## src/logic/vram_pkg.sv

```systemverilog
package vram_pkg;

    // word and address widths shared by every region
    localparam int DATA_W = 16;
    localparam int ADDR_W = 11;  // widest region (pattern); narrower regions zero-extend

    // region select on the CPU and PPU side
    typedef enum logic [1:0] {
        TILE,
        PATTERN,
        PALETTE,
        SPRITE
    } region_t;

    // CPU write into the CPU-facing copy
    typedef struct packed {
        logic              wren;
        region_t           region;
        logic [ADDR_W-1:0] addr;
        logic [DATA_W-1:0] data;
    } cpu_wr_t;

    // PPU read request against the PPU-facing copy
    typedef struct packed {
        region_t           region;
        logic [ADDR_W-1:0] addr;
    } ppu_rd_t;

    // one RAM port as seen from a copy engine
    typedef struct packed {
        logic [ADDR_W-1:0] addr;
        logic              wren;
        logic [DATA_W-1:0] wrdata;
    } ram_req_t;

    // copy engine and coordinator FSM
    typedef enum logic {
        IDLE,
        COPY
    } copy_state_t;

endpackage : vram_pkg

```

## src/logic/sync_writer.sv

```systemverilog
`timescale 1ns/1ps

module sync_writer #(
    parameter int HALF_AW = 10
) (
    input  logic                        clk,
    input  logic                        rst_n,
    input  logic                        sync,
    output logic                        done,

    input  logic [vram_pkg::DATA_W-1:0] rddata_from,
    output vram_pkg::ram_req_t          req_from,
    output vram_pkg::ram_req_t          req_to
);
    import vram_pkg::*;

    localparam logic [HALF_AW-1:0] LAST_ADDR = '1;

    copy_state_t        state;
    logic [HALF_AW-1:0] rd_addr;  // address presented to the source port
    logic [HALF_AW-1:0] wr_addr;  // trails rd_addr by one cycle
    logic               wr_pend;  // source data for wr_addr is on rddata_from

    always_ff @(posedge clk or negedge rst_n) begin
        if (!rst_n) begin
            state   <= IDLE;
            rd_addr <= '0;
            wr_addr <= '0;
            wr_pend <= 1'b0;
        end else begin
            // every read issued in COPY turns into a write one cycle later
            wr_pend <= (state == COPY);
            wr_addr <= rd_addr;

            unique case (state)
                IDLE: begin
                    if (sync) begin
                        state   <= COPY;
                        rd_addr <= '0;
                    end
                end
                COPY: begin
                    rd_addr <= rd_addr + 1'b1;
                    if (rd_addr == LAST_ADDR) begin
                        state <= IDLE;  // last write still drains from wr_pend
                    end
                end
            endcase
        end
    end

    // high in the cycle of the final write
    assign done = wr_pend && (wr_addr == LAST_ADDR);

    always_comb begin
        req_from = '{addr: ADDR_W'(rd_addr), wren: 1'b0, wrdata: '0};  // source is read only
        req_to   = '{addr: ADDR_W'(wr_addr), wren: wr_pend, wrdata: rddata_from};
    end

endmodule : sync_writer

```

## src/logic/vram_sync_writer.sv

```systemverilog
`timescale 1ns/1ps

module vram_sync_writer #(
    parameter int TIL_AW = 10,
    parameter int PAT_AW = 11,
    parameter int PAL_AW = 8,
    parameter int SPR_AW = 6
) (
    input  logic                                  clk,
    input  logic                                  rst_n,
    input  logic                                  sync,
    output logic                                  done,
    output logic                                  busy,

    // indexed [region][half], half 0 on port a and half 1 on port b
    output vram_pkg::ram_req_t [3:0][1:0]         req_c,
    output vram_pkg::ram_req_t [3:0][1:0]         req_p,
    input  logic [3:0][1:0][vram_pkg::DATA_W-1:0] rddata_c
);
    import vram_pkg::*;

    // full address width per region, in region_t order
    localparam int REG_AW [4] = '{TIL_AW, PAT_AW, PAL_AW, SPR_AW};

    copy_state_t state;
    logic        start;     // sync accepted while idle
    logic [7:0]  eng_done;  // done pulses from the eight engines
    logic [7:0]  seen;      // latched engine completions

    // a sync strobe during a copy is ignored
    assign start = sync && (state == IDLE);

    for (genvar r = 0; r < 4; r++) begin : g_region
        for (genvar h = 0; h < 2; h++) begin : g_half
            localparam int HAW = REG_AW[r] - 1;

            ram_req_t from_req;
            ram_req_t to_req;

            sync_writer #(
                .HALF_AW(HAW)
            ) u_writer (
                .clk,
                .rst_n,
                .sync        (start),
                .done        (eng_done[2*r+h]),
                .rddata_from (rddata_c[r][h]),
                .req_from    (from_req),
                .req_to      (to_req)
            );

            // half select becomes the region address MSB
            assign req_c[r][h] = '{
                addr:   ADDR_W'({(h == 1), from_req.addr[HAW-1:0]}),
                wren:   from_req.wren,
                wrdata: from_req.wrdata
            };
            assign req_p[r][h] = '{
                addr:   ADDR_W'({(h == 1), to_req.addr[HAW-1:0]}),
                wren:   to_req.wren,
                wrdata: to_req.wrdata
            };
        end
    end

    always_ff @(posedge clk or negedge rst_n) begin
        if (!rst_n) begin
            state <= IDLE;
            seen  <= '0;
        end else begin
            unique case (state)
                IDLE: begin
                    if (start) begin
                        state <= COPY;
                    end
                end
                COPY: begin
                    seen <= seen | eng_done;  // engines finish at different times
                    if (done) begin
                        // done is sampled here, so flags and busy drop together
                        state <= IDLE;
                        seen  <= '0;
                    end
                end
            endcase
        end
    end

    // one cycle after the slowest engine finishes
    assign done = &seen;
    assign busy = (state == COPY);

endmodule : vram_sync_writer

```

## config.mk

```make
export PLATFORM = sky130hd
export DESIGN_NAME = vram_sync_writer
export DESIGN_NICKNAME = d
export VERILOG_FILES = /design/src/logic/vram_pkg.sv /design/src/logic/sync_writer.sv /design/src/logic/vram_sync_writer.sv
export SDC_FILE = /design/constraint.sdc
export NUM_CORES = 1
export LEC_CHECK = 0
export BUFFER_PORTS_ARGS = -buffer_cell sky130_fd_sc_hd__buf_2
export CAP_MARGIN = 20
export CELL_PAD_IN_SITES_DETAIL_PLACEMENT = 0
export CELL_PAD_IN_SITES_GLOBAL_PLACEMENT = 1
export CORE_AREA = 2 2 227 229
export CTS_BUF_LIST = sky130_fd_sc_hd__clkbuf_8
export CTS_CLUSTER_DIAMETER = 150
export DETAILED_ROUTE_END_ITERATION = 8
export DIE_AREA = 0 0 229 231
export PLACE_DENSITY_LB_ADDON = 0.2
export SLEW_MARGIN = 5
export SYNTH_ARGS = -nofsm -noshare
export SYNTH_HDL_FRONTEND = slang
export SYNTH_HIERARCHICAL = 1
export SYNTH_SLANG_ARGS = --single-unit
```

## constraint.sdc

```tcl
create_clock -name clk -period 2.95 [get_ports clk]
set_input_delay 0.59 -clock clk [delete_from_list [all_inputs] [get_ports clk]]
set_output_delay 0.59 -clock clk [all_outputs]
set_load 0.02 [all_outputs]
```

* After elaboration in Yosys (flattened, before gate mapping)
Index checks and enable logic that the tools add are counted.
** Operators by class
- Add/subtract/negate cells :: 8
- Equality and inequality tests :: 24
- Multiplexer cells :: 32
- Bitwise gates (word level) :: 10
- Reduce and logical (&&, ||, !) cells :: 10
** Operators by type and width (count)
- $eq A10 B10 Y1 const B :: 4
- $pmux W10 S2 :: 2
- $eq A9 B9 Y1 const B :: 4
- $pmux W9 S2 :: 2
- $eq A7 B7 Y1 const B :: 4
- $pmux W7 S2 :: 2
- $add A10 B1 Y10 const B :: 2
- $eq A5 B5 Y1 const B :: 4
- $pmux W5 S2 :: 2
- $add A9 B1 Y9 const B :: 2
- $pmux W1 S2 :: 9
- $add A7 B1 Y7 const B :: 2
- $ne A2 B2 Y1 const B :: 7
- $add A5 B1 Y5 const B :: 2
- $mux W1 :: 10
- $mux W10 :: 1
- $logic_and A1 B1 Y1 :: 9
- $mux W9 :: 1
- $not A1 Y1 :: 9
- $mux W8 :: 1
- $or A8 B8 Y8 :: 1
- $reduce_and A8 Y1 :: 1
- $mux W7 :: 1
- $mux W5 :: 1
- $ne A2 B1 Y1 const B :: 1
** Storage, ports and cells
- Flip-flop bits (word level) :: 149
- Input bits :: 131
- Output and inout port bits :: 450
- Word-level logic and storage cells :: 118

* Logic depth before layout (Yosys ltp)
Gate-level depths: netlist of run 1.
- Depth after elaboration :: 4
- Gate-level depth with buffers :: 5
- Depth with buffers taken out :: 5

* Cells and area by module
The synthesis of run 1 kept the hierarchy.
** Modules (own cells, without submodules)
- sync_writer (g_region[1].g_half[0].u_writer ...) :: instances 2, cells an instance 105, area an instance 1148.6 µm², seq. area each 550.5 µm²
- sync_writer (g_region[0].g_half[0].u_writer ...) :: instances 2, cells an instance 101, area an instance 1041.0 µm², seq. area each 500.5 µm²
- sync_writer (g_region[2].g_half[0].u_writer ...) :: instances 2, cells an instance 89, area an instance 914.6 µm², seq. area each 400.4 µm²
- sync_writer (g_region[3].g_half[0].u_writer ...) :: instances 2, cells an instance 79, area an instance 805.8 µm², seq. area each 300.3 µm²
- vram_sync_writer :: instances 1, cells an instance 89, area an instance 790.8 µm², seq. area each 225.2 µm²

* Worst setup path after synthesis of run 1
No wires, ideal clock.
- Path kind :: register to register
- Start :: reg state (netlist: busy)
- End :: reg g_region[1].g_half[0].u_writer.rd_addr[9]
- Library setup time :: 136 ps
- Arrival :: 2218 ps
- Data required time :: 2814 ps
- Setup slack :: 596 ps
- Stages on the path, launching flop included :: 6
- Path buffers :: 1
- Clock period less this slack :: 2354 ps
- Cells stage by stage :: dfrtp_1 buf_4 nor2b_1 nand2b_1 o311ai_1 o41ai_1
** Between the ends
- Longest elaborated chain between the ends :: 3
** RTL lines
- from (decl) :: RTL line vram_sync_writer.sv:25 : copy_state_t state;
- from (signal assigned) :: RTL line vram_sync_writer.sv:68 : state <= IDLE;
- from (signal assigned) :: RTL line vram_sync_writer.sv:74 : state <= COPY;
- from (signal assigned) :: RTL line vram_sync_writer.sv:81 : state <= IDLE;
- $not A1 Y1
- $logic_and A1 B1 Y1 :: RTL line vram_sync_writer.sv:31 : assign start = sync && (state == IDLE);
- net start :: RTL line vram_sync_writer.sv:26 : logic start;
- $ne A2 B2 Y1 (no source line)
- to (signal assigned) :: RTL line sync_writer.sv:43 : rd_addr <= rd_addr + 1'b1;
- to (decl) :: RTL line sync_writer.sv:20 : logic [HALF_AW-1:0] rd_addr;
The timed path passes the listed nets, and every way through them passes these cells.
A chain may end at the register's enable or synchronous reset.

* Final worst setup path of run 1
- Start :: reg seen[3]
- End :: out done
** Between the ends
- Longest elaborated chain between the ends :: 1
** RTL lines
- from (decl) :: RTL line vram_sync_writer.sv:28 : logic [7:0] seen;
- from (signal assigned) :: RTL line vram_sync_writer.sv:78 : seen <= seen | eng_done;
- $reduce_and A8 Y1 :: RTL line vram_sync_writer.sv:90 : assign done = &seen;
- to (decl) :: RTL line vram_sync_writer.sv:12 : output logic done,
No other way between the ends.

==> metrics.md, run 1 <==
| Metric | Value |
|---|---|
| Post-CTS Setup Bufs | 0 |
| Routed vias | 4735 |
| Fin crit share | 77.0% |
| Sw frac | a little over two fifths |
| Nets | 932 |
| Setup crit start | seen[3] |
| Clk root buf | clkbuf_8 |
| Reg power frac | 46.3% |
| First-pass GRT wire length | 30.3 mm |
| Worst-path clk slew | 0.09 ns |
| Num CTS Buffers | 17 |
| CTS resizes | 0 |
| Mapped Avg Cell Area | between 10 and 15 sq um |
| Critical path arrival | ~1.7 ns |
| Pint | 0.00411 W |
| Die area | 52900 sq um |
| Final min period | 2.27 ns |
| Mapped cell area | 8220 sq um |
| Total wire length | between 20 and 25 mm |
| Post-Synthesis Cells | approximately 790 |
| Fmax | 440 MHz |
| ANT cells | 0 |
| Req. time, crit path | 2.36 ns |
| Yosys warnings | 6 |
| Routed length on met2 | 9.68 mm |
| Largest net degree at the start of global routing | 72 |
| Final Hold Fails | 0 |
| Vias per cell | 3.20 |
| Tot GR Track Use | 7.79% |
| Net Switching | 0.00318 W |
| Slew Viols, Final | 0 |
| Worst Hold Class | primary input to async pin |
| Synth-to-Final Area Change | 1.39% |
| Final Setup Violations | 0 |
| Worst IR Drop VDD | 0.000254 V |
| Final cell count without fillers | about 1500 |
| Setup CP Type | register to primary output |
| Grt ovf | 0 |
| Top Metal Used | met4 |
| M1 WL | 8.36 mm |
| Critical path launch point type | register |
| Hpwl dp | 15.8 mm |
| Worst Setup End Kind | primary output |
| Io pins | 581 |
| FP Rows | 83 |
| Crit path max fanout | 10 |
| Combinational power share | 31.8% |
| Worst skew pair latency | roughly 0.49 ns |
| Metal3 WL | 2.04 mm |
| Starting Density | 16.2% |
| Final setup TNS | 0 ns |
| Initial antenna violation count | 0 |
| Clock sink count | roughly 150 |
| Number of nets with antenna violations after routing | 0 |
| Dpl cells | roughly 1500 |
| Power per cell area | 874 nW/um^2 |
| WL per Instance | 14.1 microns |
| RePlAce Congestion | 0.648 |
| Max Cap Viol | 0 |
| Die Y-Extent | roughly 230 microns |
| Final Skew | 0.00982 ns |
| Vias in the first global route | 4333 |
| CTS tree | done |
| Final Total Pwr | 0.00728 W |
| Clock power frac | between 20% and 30% |
| Die Width | 229 microns |
| Core area | 50700 sq um |
| RSZ-0062 raised after global routing | false |
| Outcome | finished, final reports clean |
| PortBufs | ~140 |
| Drt initial violations | about 210 |
| Worst rel slew slack | around half |
| H-tree depth | 4 |
| CTS Hold Buffers Added | 0 |
| Drt pass-1 iters | 4 |
| Clk buf depth | 2 |
| Remaining DRCs | 0 |
| Leak | 3.84 nW |
| Worst reg2reg path startpoint | g_region[0].g_half[1].u_writer/rd_addr[0] |
| Slew @ Worst Pin | 0.728 ns |
| Share of cells above drive strength 1 | 24.2% |
-- through the flow --
stage | util (%) | hold WS, ns | setup WS, ns | instance area, sq um
after global placement | 15.7 | 0.434 | 1.18 | 7950
after floorplan | - | 0.294 | 0.596 | 8890
final | 16.4 | 0.103 | 0.680 | 8330
after CTS | 16.4 | 0.0991 | 0.617 | 8330
after detailed placement | 15.7 | 0.433 | 1.18 | 7950
after global routing | 16.4 | 0.125 | 0.563 | 8330
-- registers in the layout (all words and copies together) (netlist names) --
signal                            cells
g_region.g_half.u_writer/wr_addr     62
g_region.g_half.u_writer/wr_pend      8
g_region.g_half.u_writer/rd_addr     62
busy                                  1
seen                                  8
g_region.g_half.u_writer/state        8
-- cells in the final DEF (no fill, tap or decap), types with 3 or more instances in the layout --
| cell | n |
|---|---|
| inv_1 | 6 |
| nor2_1 | 19 |
| conb_1 | 188 |
| xor2_1 | 8 |
| a31oi_1 | 11 |
| buf_4 | 6 |
| clkbuf_8 | 17 |
| nor3b_1 | 4 |
| a22o_1 | 8 |
| ha_1 | 12 |
| o211ai_1 | 12 |
| o21ai_0 | 18 |
| nand2_1 | 38 |
| buf_2 | 135 |
| a21oi_1 | 18 |
| clkinvlp_4 | 3 |
| o22ai_1 | 4 |
| dfrtp_1 | 149 |
| nand4_1 | 26 |
| nand2b_1 | 10 |
| nand4_2 | 4 |
| mux2i_1 | 16 |
| inv_6 | 6 |
| nor3_1 | 4 |
| nand3_1 | 22 |
| o31ai_1 | 10 |
-- power groups by stage --
| stage | Clock (W) | Sequential (W) | Combinational (W) |
|---|---|---|---|
| CTS | 0.00170 | 0.00341 | 0.00236 |
| global placement | 0 | 0.00346 | 0.00236 |
| floorplan | 0 | 0.00384 | 0.00147 |
| detailed placement | 0 | 0.00345 | 0.00235 |
| global route | 0.00177 | 0.00352 | 0.00253 |
| finish | 0.00159 | 0.00337 | 0.00232 |
-- metal layers --
metal  vias to the layer above  global-route usage, %
met5                         -                      0
met4                         0                   4.71
met3                        56                   3.75
met2                       272                   11.7
met1                      2257                   8.96
li1                       2150                      -
-- area by class of cell --
cell class / instances / area [sq um]
fillers: 5731 / 42300
flip-flops and latches: 149 / 3730
multi-input cells: 472 / 2600
well taps: 680 / 851
repair buffers: 143 / 752
clock buffers: 17 / 234
clock inverters: 15 / 146
inverters: 6 / 22.5
-- worst max-delay path, stage by stage (launching register included) --
cell and delay (ns):
dfrtp_1 0.36, and4_1 0.42, and2_1 0.23, buf_2 0.18
-- path summary, 6_finish.rpt --
kind | slack (ns) | depth (start not counted) | endpoint
worst max-delay path | 0.68 | 3 | done
worst min-delay path | 0.10 | 1 | g_region[2].g_half[0].u_writer/wr_addr[3]
worst max register to register | 1.35 | 5 | g_region[0].g_half[1].u_writer/rd_addr[8]
worst min register to register | 0.45 | 0 | g_region[3].g_half[0].u_writer/wr_addr[4]
max in group asynchronous | 2.11 | 2 | g_region[1].g_half[0].u_writer/rd_addr[7]
min in group clk | 0.41 | 3 | busy
Note: power is estimated with default switching activity, not from simulation.
==> run 2: changes to the inputs <==
--- a/config.mk
+++ b/config.mk
@@ -5,15 +5,16 @@
 export SDC_FILE = /design/constraint.sdc
 export NUM_CORES = 1
 export LEC_CHECK = 0
+export ABC_AREA = 1
 export BUFFER_PORTS_ARGS = -buffer_cell sky130_fd_sc_hd__buf_2
 export CAP_MARGIN = 20
 export CELL_PAD_IN_SITES_DETAIL_PLACEMENT = 0
 export CELL_PAD_IN_SITES_GLOBAL_PLACEMENT = 1
-export CORE_AREA = 2 2 227 229
+export CORE_AREA = 2 2 226 228
 export CTS_BUF_LIST = sky130_fd_sc_hd__clkbuf_8
 export CTS_CLUSTER_DIAMETER = 150
 export DETAILED_ROUTE_END_ITERATION = 8
-export DIE_AREA = 0 0 229 231
+export DIE_AREA = 0 0 228 230
 export PLACE_DENSITY_LB_ADDON = 0.2
 export SLEW_MARGIN = 5
 export SYNTH_ARGS = -nofsm -noshare
==> constraint.sdc (replaced) <==
create_clock -name clk -period 2.15 [get_ports clk]
set_input_delay 0.43 -clock clk [delete_from_list [all_inputs] [get_ports clk]]
set_output_delay 0.43 -clock clk [all_outputs]
set_load 0.02 [all_outputs]
==> metrics.md, run 2 <==
| Metric | Value |
|---|---|
| Nets | 1086 (was 932) |
| Outcome | finished, final reports clean (unchanged) |
| Final setup TNS | 0 ns (unchanged) |
| Crit path max fanout | 2 (was 10) |
| Final Setup Violations | 0 (unchanged) |
| Die Width | 228 microns (was 229 microns) |
| H-tree depth | 4 (unchanged) |
| Setup CP Type | register to primary output (unchanged) |
| Final cell count without fillers | 1628 (was 1482) |
| M1 WL | 9.19 mm (was 8.36 mm) |
| WHS Path Cells | 3 |
| Post-Synthesis Cells | 926 (was 785) |
| Drt initial violations | 266 (was 208) |
| Vias per cell | 3.16 (was 3.20) |
| Hold EP | busy |
| Final Hold Fails | 0 (unchanged) |
| Hpwl dp | 16.6 mm (was 15.8 mm) |
| Share of cells above drive strength 1 | 22.3% (was 24.2%) |
| Biggest registers after layout | g_region.g_half.u_writer/rd_addr x62, g_region.g_half.u_writer/wr_addr x62 (unchanged) |
| Tot GR Track Use | 8.41% (was 7.79%) |
| Total wire length | 21.7 mm (was 20.9 mm) |
| Starting Density | 16.8% (was 16.2%) |
| R2R Path End | g_region[0].g_half[0].u_writer/rd_addr[8] (was g_region[0].g_half[1].u_writer/rd_addr[8]) |
| Fmax | 514 MHz |
| Vias in the first global route | 5000 (was 4333) |
| Yosys warnings | 6 (unchanged) |
| Commonest non-fill, non-tap cell in the layout | conb_1 (unchanged) |
| Grt ovf | 0 (unchanged) |
| PortBufs | 136 (unchanged) |
| Worst R2R Setup Slack | 0.57 ns (was 1.35 ns) |
| ANT cells | 0 (unchanged) |
| Worst reg2reg path startpoint | g_region[0].g_half[0].u_writer/rd_addr[0] (was g_region[0].g_half[1].u_writer/rd_addr[0]) |
| Worst-path clk slew | 0.10 ns (was 0.09 ns) |
| Critical path launch point type | register (unchanged) |
| Power per cell area | 641 nW/um^2 (was 874 nW/um^2) |
| RePlAce Congestion | 0.698 (was 0.648) |
| Io pins | 581 (unchanged) |
| Mapped Avg Cell Area | 9.03 sq um (was 10.5 sq um) |
| Pint | 0.00387 W (was 0.00411 W) |
| Most frequent cells in the layout | conb_1 (188), nand2_1 (151), dfrtp_1 (149) (was conb_1 (188), dfrtp_1 (149), buf_2 (135)) |
| Num CTS Buffers | 17 (unchanged) |
| Mapped cell area | 8360 sq um (was 8220 sq um) |
| Req. time, crit path | 1.72 ns (was 2.36 ns) |
| Combinational power share | 6.6% (was 31.8%) |
| Worst Setup End Kind | primary output (unchanged) |
| Slack of the critical path | 0.205 ns (was 0.680 ns) |
| Leak | 4.55 nW (was 3.84 nW) |
| Largest net degree at the start of global routing | 54 (was 72) |
| Net Switching | 0.00166 W (was 0.00318 W) |
| Die area | 52400 sq um (was 52900 sq um) |
| Dpl cells | 1594 (was 1450) |
| Number of nets with antenna violations after routing | 0 (unchanged) |
| Synth-to-Final Area Change | 3.22% (was 1.39%) |
| Initial antenna violation count | 0 (unchanged) |
| RSZ-0062 raised after global routing | false (unchanged) |
| Drt pass-1 iters | 4 (unchanged) |
| Slew Viols, Final | 0 (unchanged) |
| Number of fill cells | 5689 (was 5731) |
| FP Rows | 82 (was 83) |
| R2R cell count | 7 (was 5) |
| Remaining DRCs | 0 (unchanged) |
| Routed length on met2 | 9.32 mm (was 9.68 mm) |
| Worst IR Drop VDD | 0.000386 V (was 0.000254 V) |
| Fin util | 17.3% (was 16.4%) |
| CTS tree | done (unchanged) |
| Clk root buf | clkbuf_8 (unchanged) |
| Hold Crit Start | sync |
| Post-place setup slack | 0.584 ns (was 1.18 ns) |
| Worst Hold Class | primary input to register (was primary input to async pin) |
| Metal3 WL | 2.37 mm (was 2.04 mm) |
| Max Cap Viol | 0 (unchanged) |
| Top Metal Used | met5 (was met4) |
| WL per Instance | 13.3 microns (was 14.1 microns) |
| Final min period | 1.94 ns |
| Die Y-Extent | 230 microns (was 231 microns) |
| Routed vias | 5149 (was 4735) |
| Reg power frac | 50.6% (was 46.3%) |
| Worst skew pair latency | 0.54 ns (was 0.49 ns) |
| Clock power frac | 42.8% (was 21.9%) |
| Core area | 49900 sq um (was 50700 sq um) |
| Final Skew | 0.0128 ns (was 0.00982 ns) |
| Critical path arrival | 1.51 ns (was 1.68 ns) |
| Sw frac | 30.0% (was 43.6%) |
| Clk buf depth | 2 (unchanged) |
| Clock sink count | 149 (unchanged) |
| First-pass GRT wire length | 32.3 mm (was 30.3 mm) |
| Fin crit share | 90.4% |
==> run 2: layout make-up <==
class | instances | area, sq um | share of cell area, %
inverter | 79 | 297 | 3.44
clock buffer | 17 | 234 | 2.71
sequential | 149 | 3730 | 43.2
multi-input combinational | 549 | 2550 | 29.5
tap | 672 | 841 | 9.75
timing repair buffer | 147 | 810 | 9.38
clock inverter | 15 | 170 | 1.97
==> run 2: worst max-delay path, stage by stage, from the launching register on <==
cell	delay [ns]
dfrtp_1	0.38
nand2_1	0.12
nor2_4	0.15
nand2_1	0.11
inv_1	0.06
buf_2	0.16
==> run 2: per-stage QoR <==
step                hold WS [ns]  total power, W  instance area [sq um]
CTS                       0.0294         0.00574                   8620
detailed placement         0.332         0.00322                   8210
finish                     0.122         0.00553                   8630
global route              0.0775         0.00588                   8630
global placement           0.327         0.00322                   8210
floorplan                  0.134         0.00375                   9030
==> run 2: layer usage <==
| layer | vias to the layer above | track usage, % |
|---|---|---|
| met5 | - | 0.643 |
| met4 | 2 | 4.33 |
| met3 | 48 | 5.52 |
| met2 | 283 | 11.5 |
| met1 | 2394 | 9.90 |
| li1 | 2422 | - |
==> run 2: power groups by stage <==
stage               Clock (W)  Combinational [W]  Sequential [W]
floorplan                   0           0.000894         0.00286
global placement            0           0.000365         0.00286
detailed placement          0           0.000364         0.00286
CTS                   0.00258           0.000366         0.00280
global route          0.00268           0.000396         0.00280
finish                0.00237           0.000367         0.00280
==> run 2: how the worst max path moves through the flow <==
stage / to / start / slack [ns] / cells after the start
2_1_floorplan: g_region[1].g_half[0].u_writer/rd_addr[6] / busy / 0.52 / 9
3_3_place_gp: g_region[0].g_half[0].u_writer/rd_addr[8] / g_region[0].g_half[0].u_writer/rd_addr[0] / 0.58 / 7
3_5_place_dp: g_region[0].g_half[0].u_writer/rd_addr[8] / g_region[0].g_half[0].u_writer/rd_addr[0] / 0.58 / 7
4_1_cts: done / seen[3] / 0.03 / 5
5_1_grt: done / seen[3] / 0.005 / 5
6_report: done / seen[3] / 0.21 / 5
==> run 2: what timing repair did <==
action                                  in CTS  in global routing
hold buffers                                 1                  0
gates resized for setup                      0                  0
hold endpoints to repair                    24                  0
endpoints found under the setup margin       0                  1
buffers inserted                             0                  1
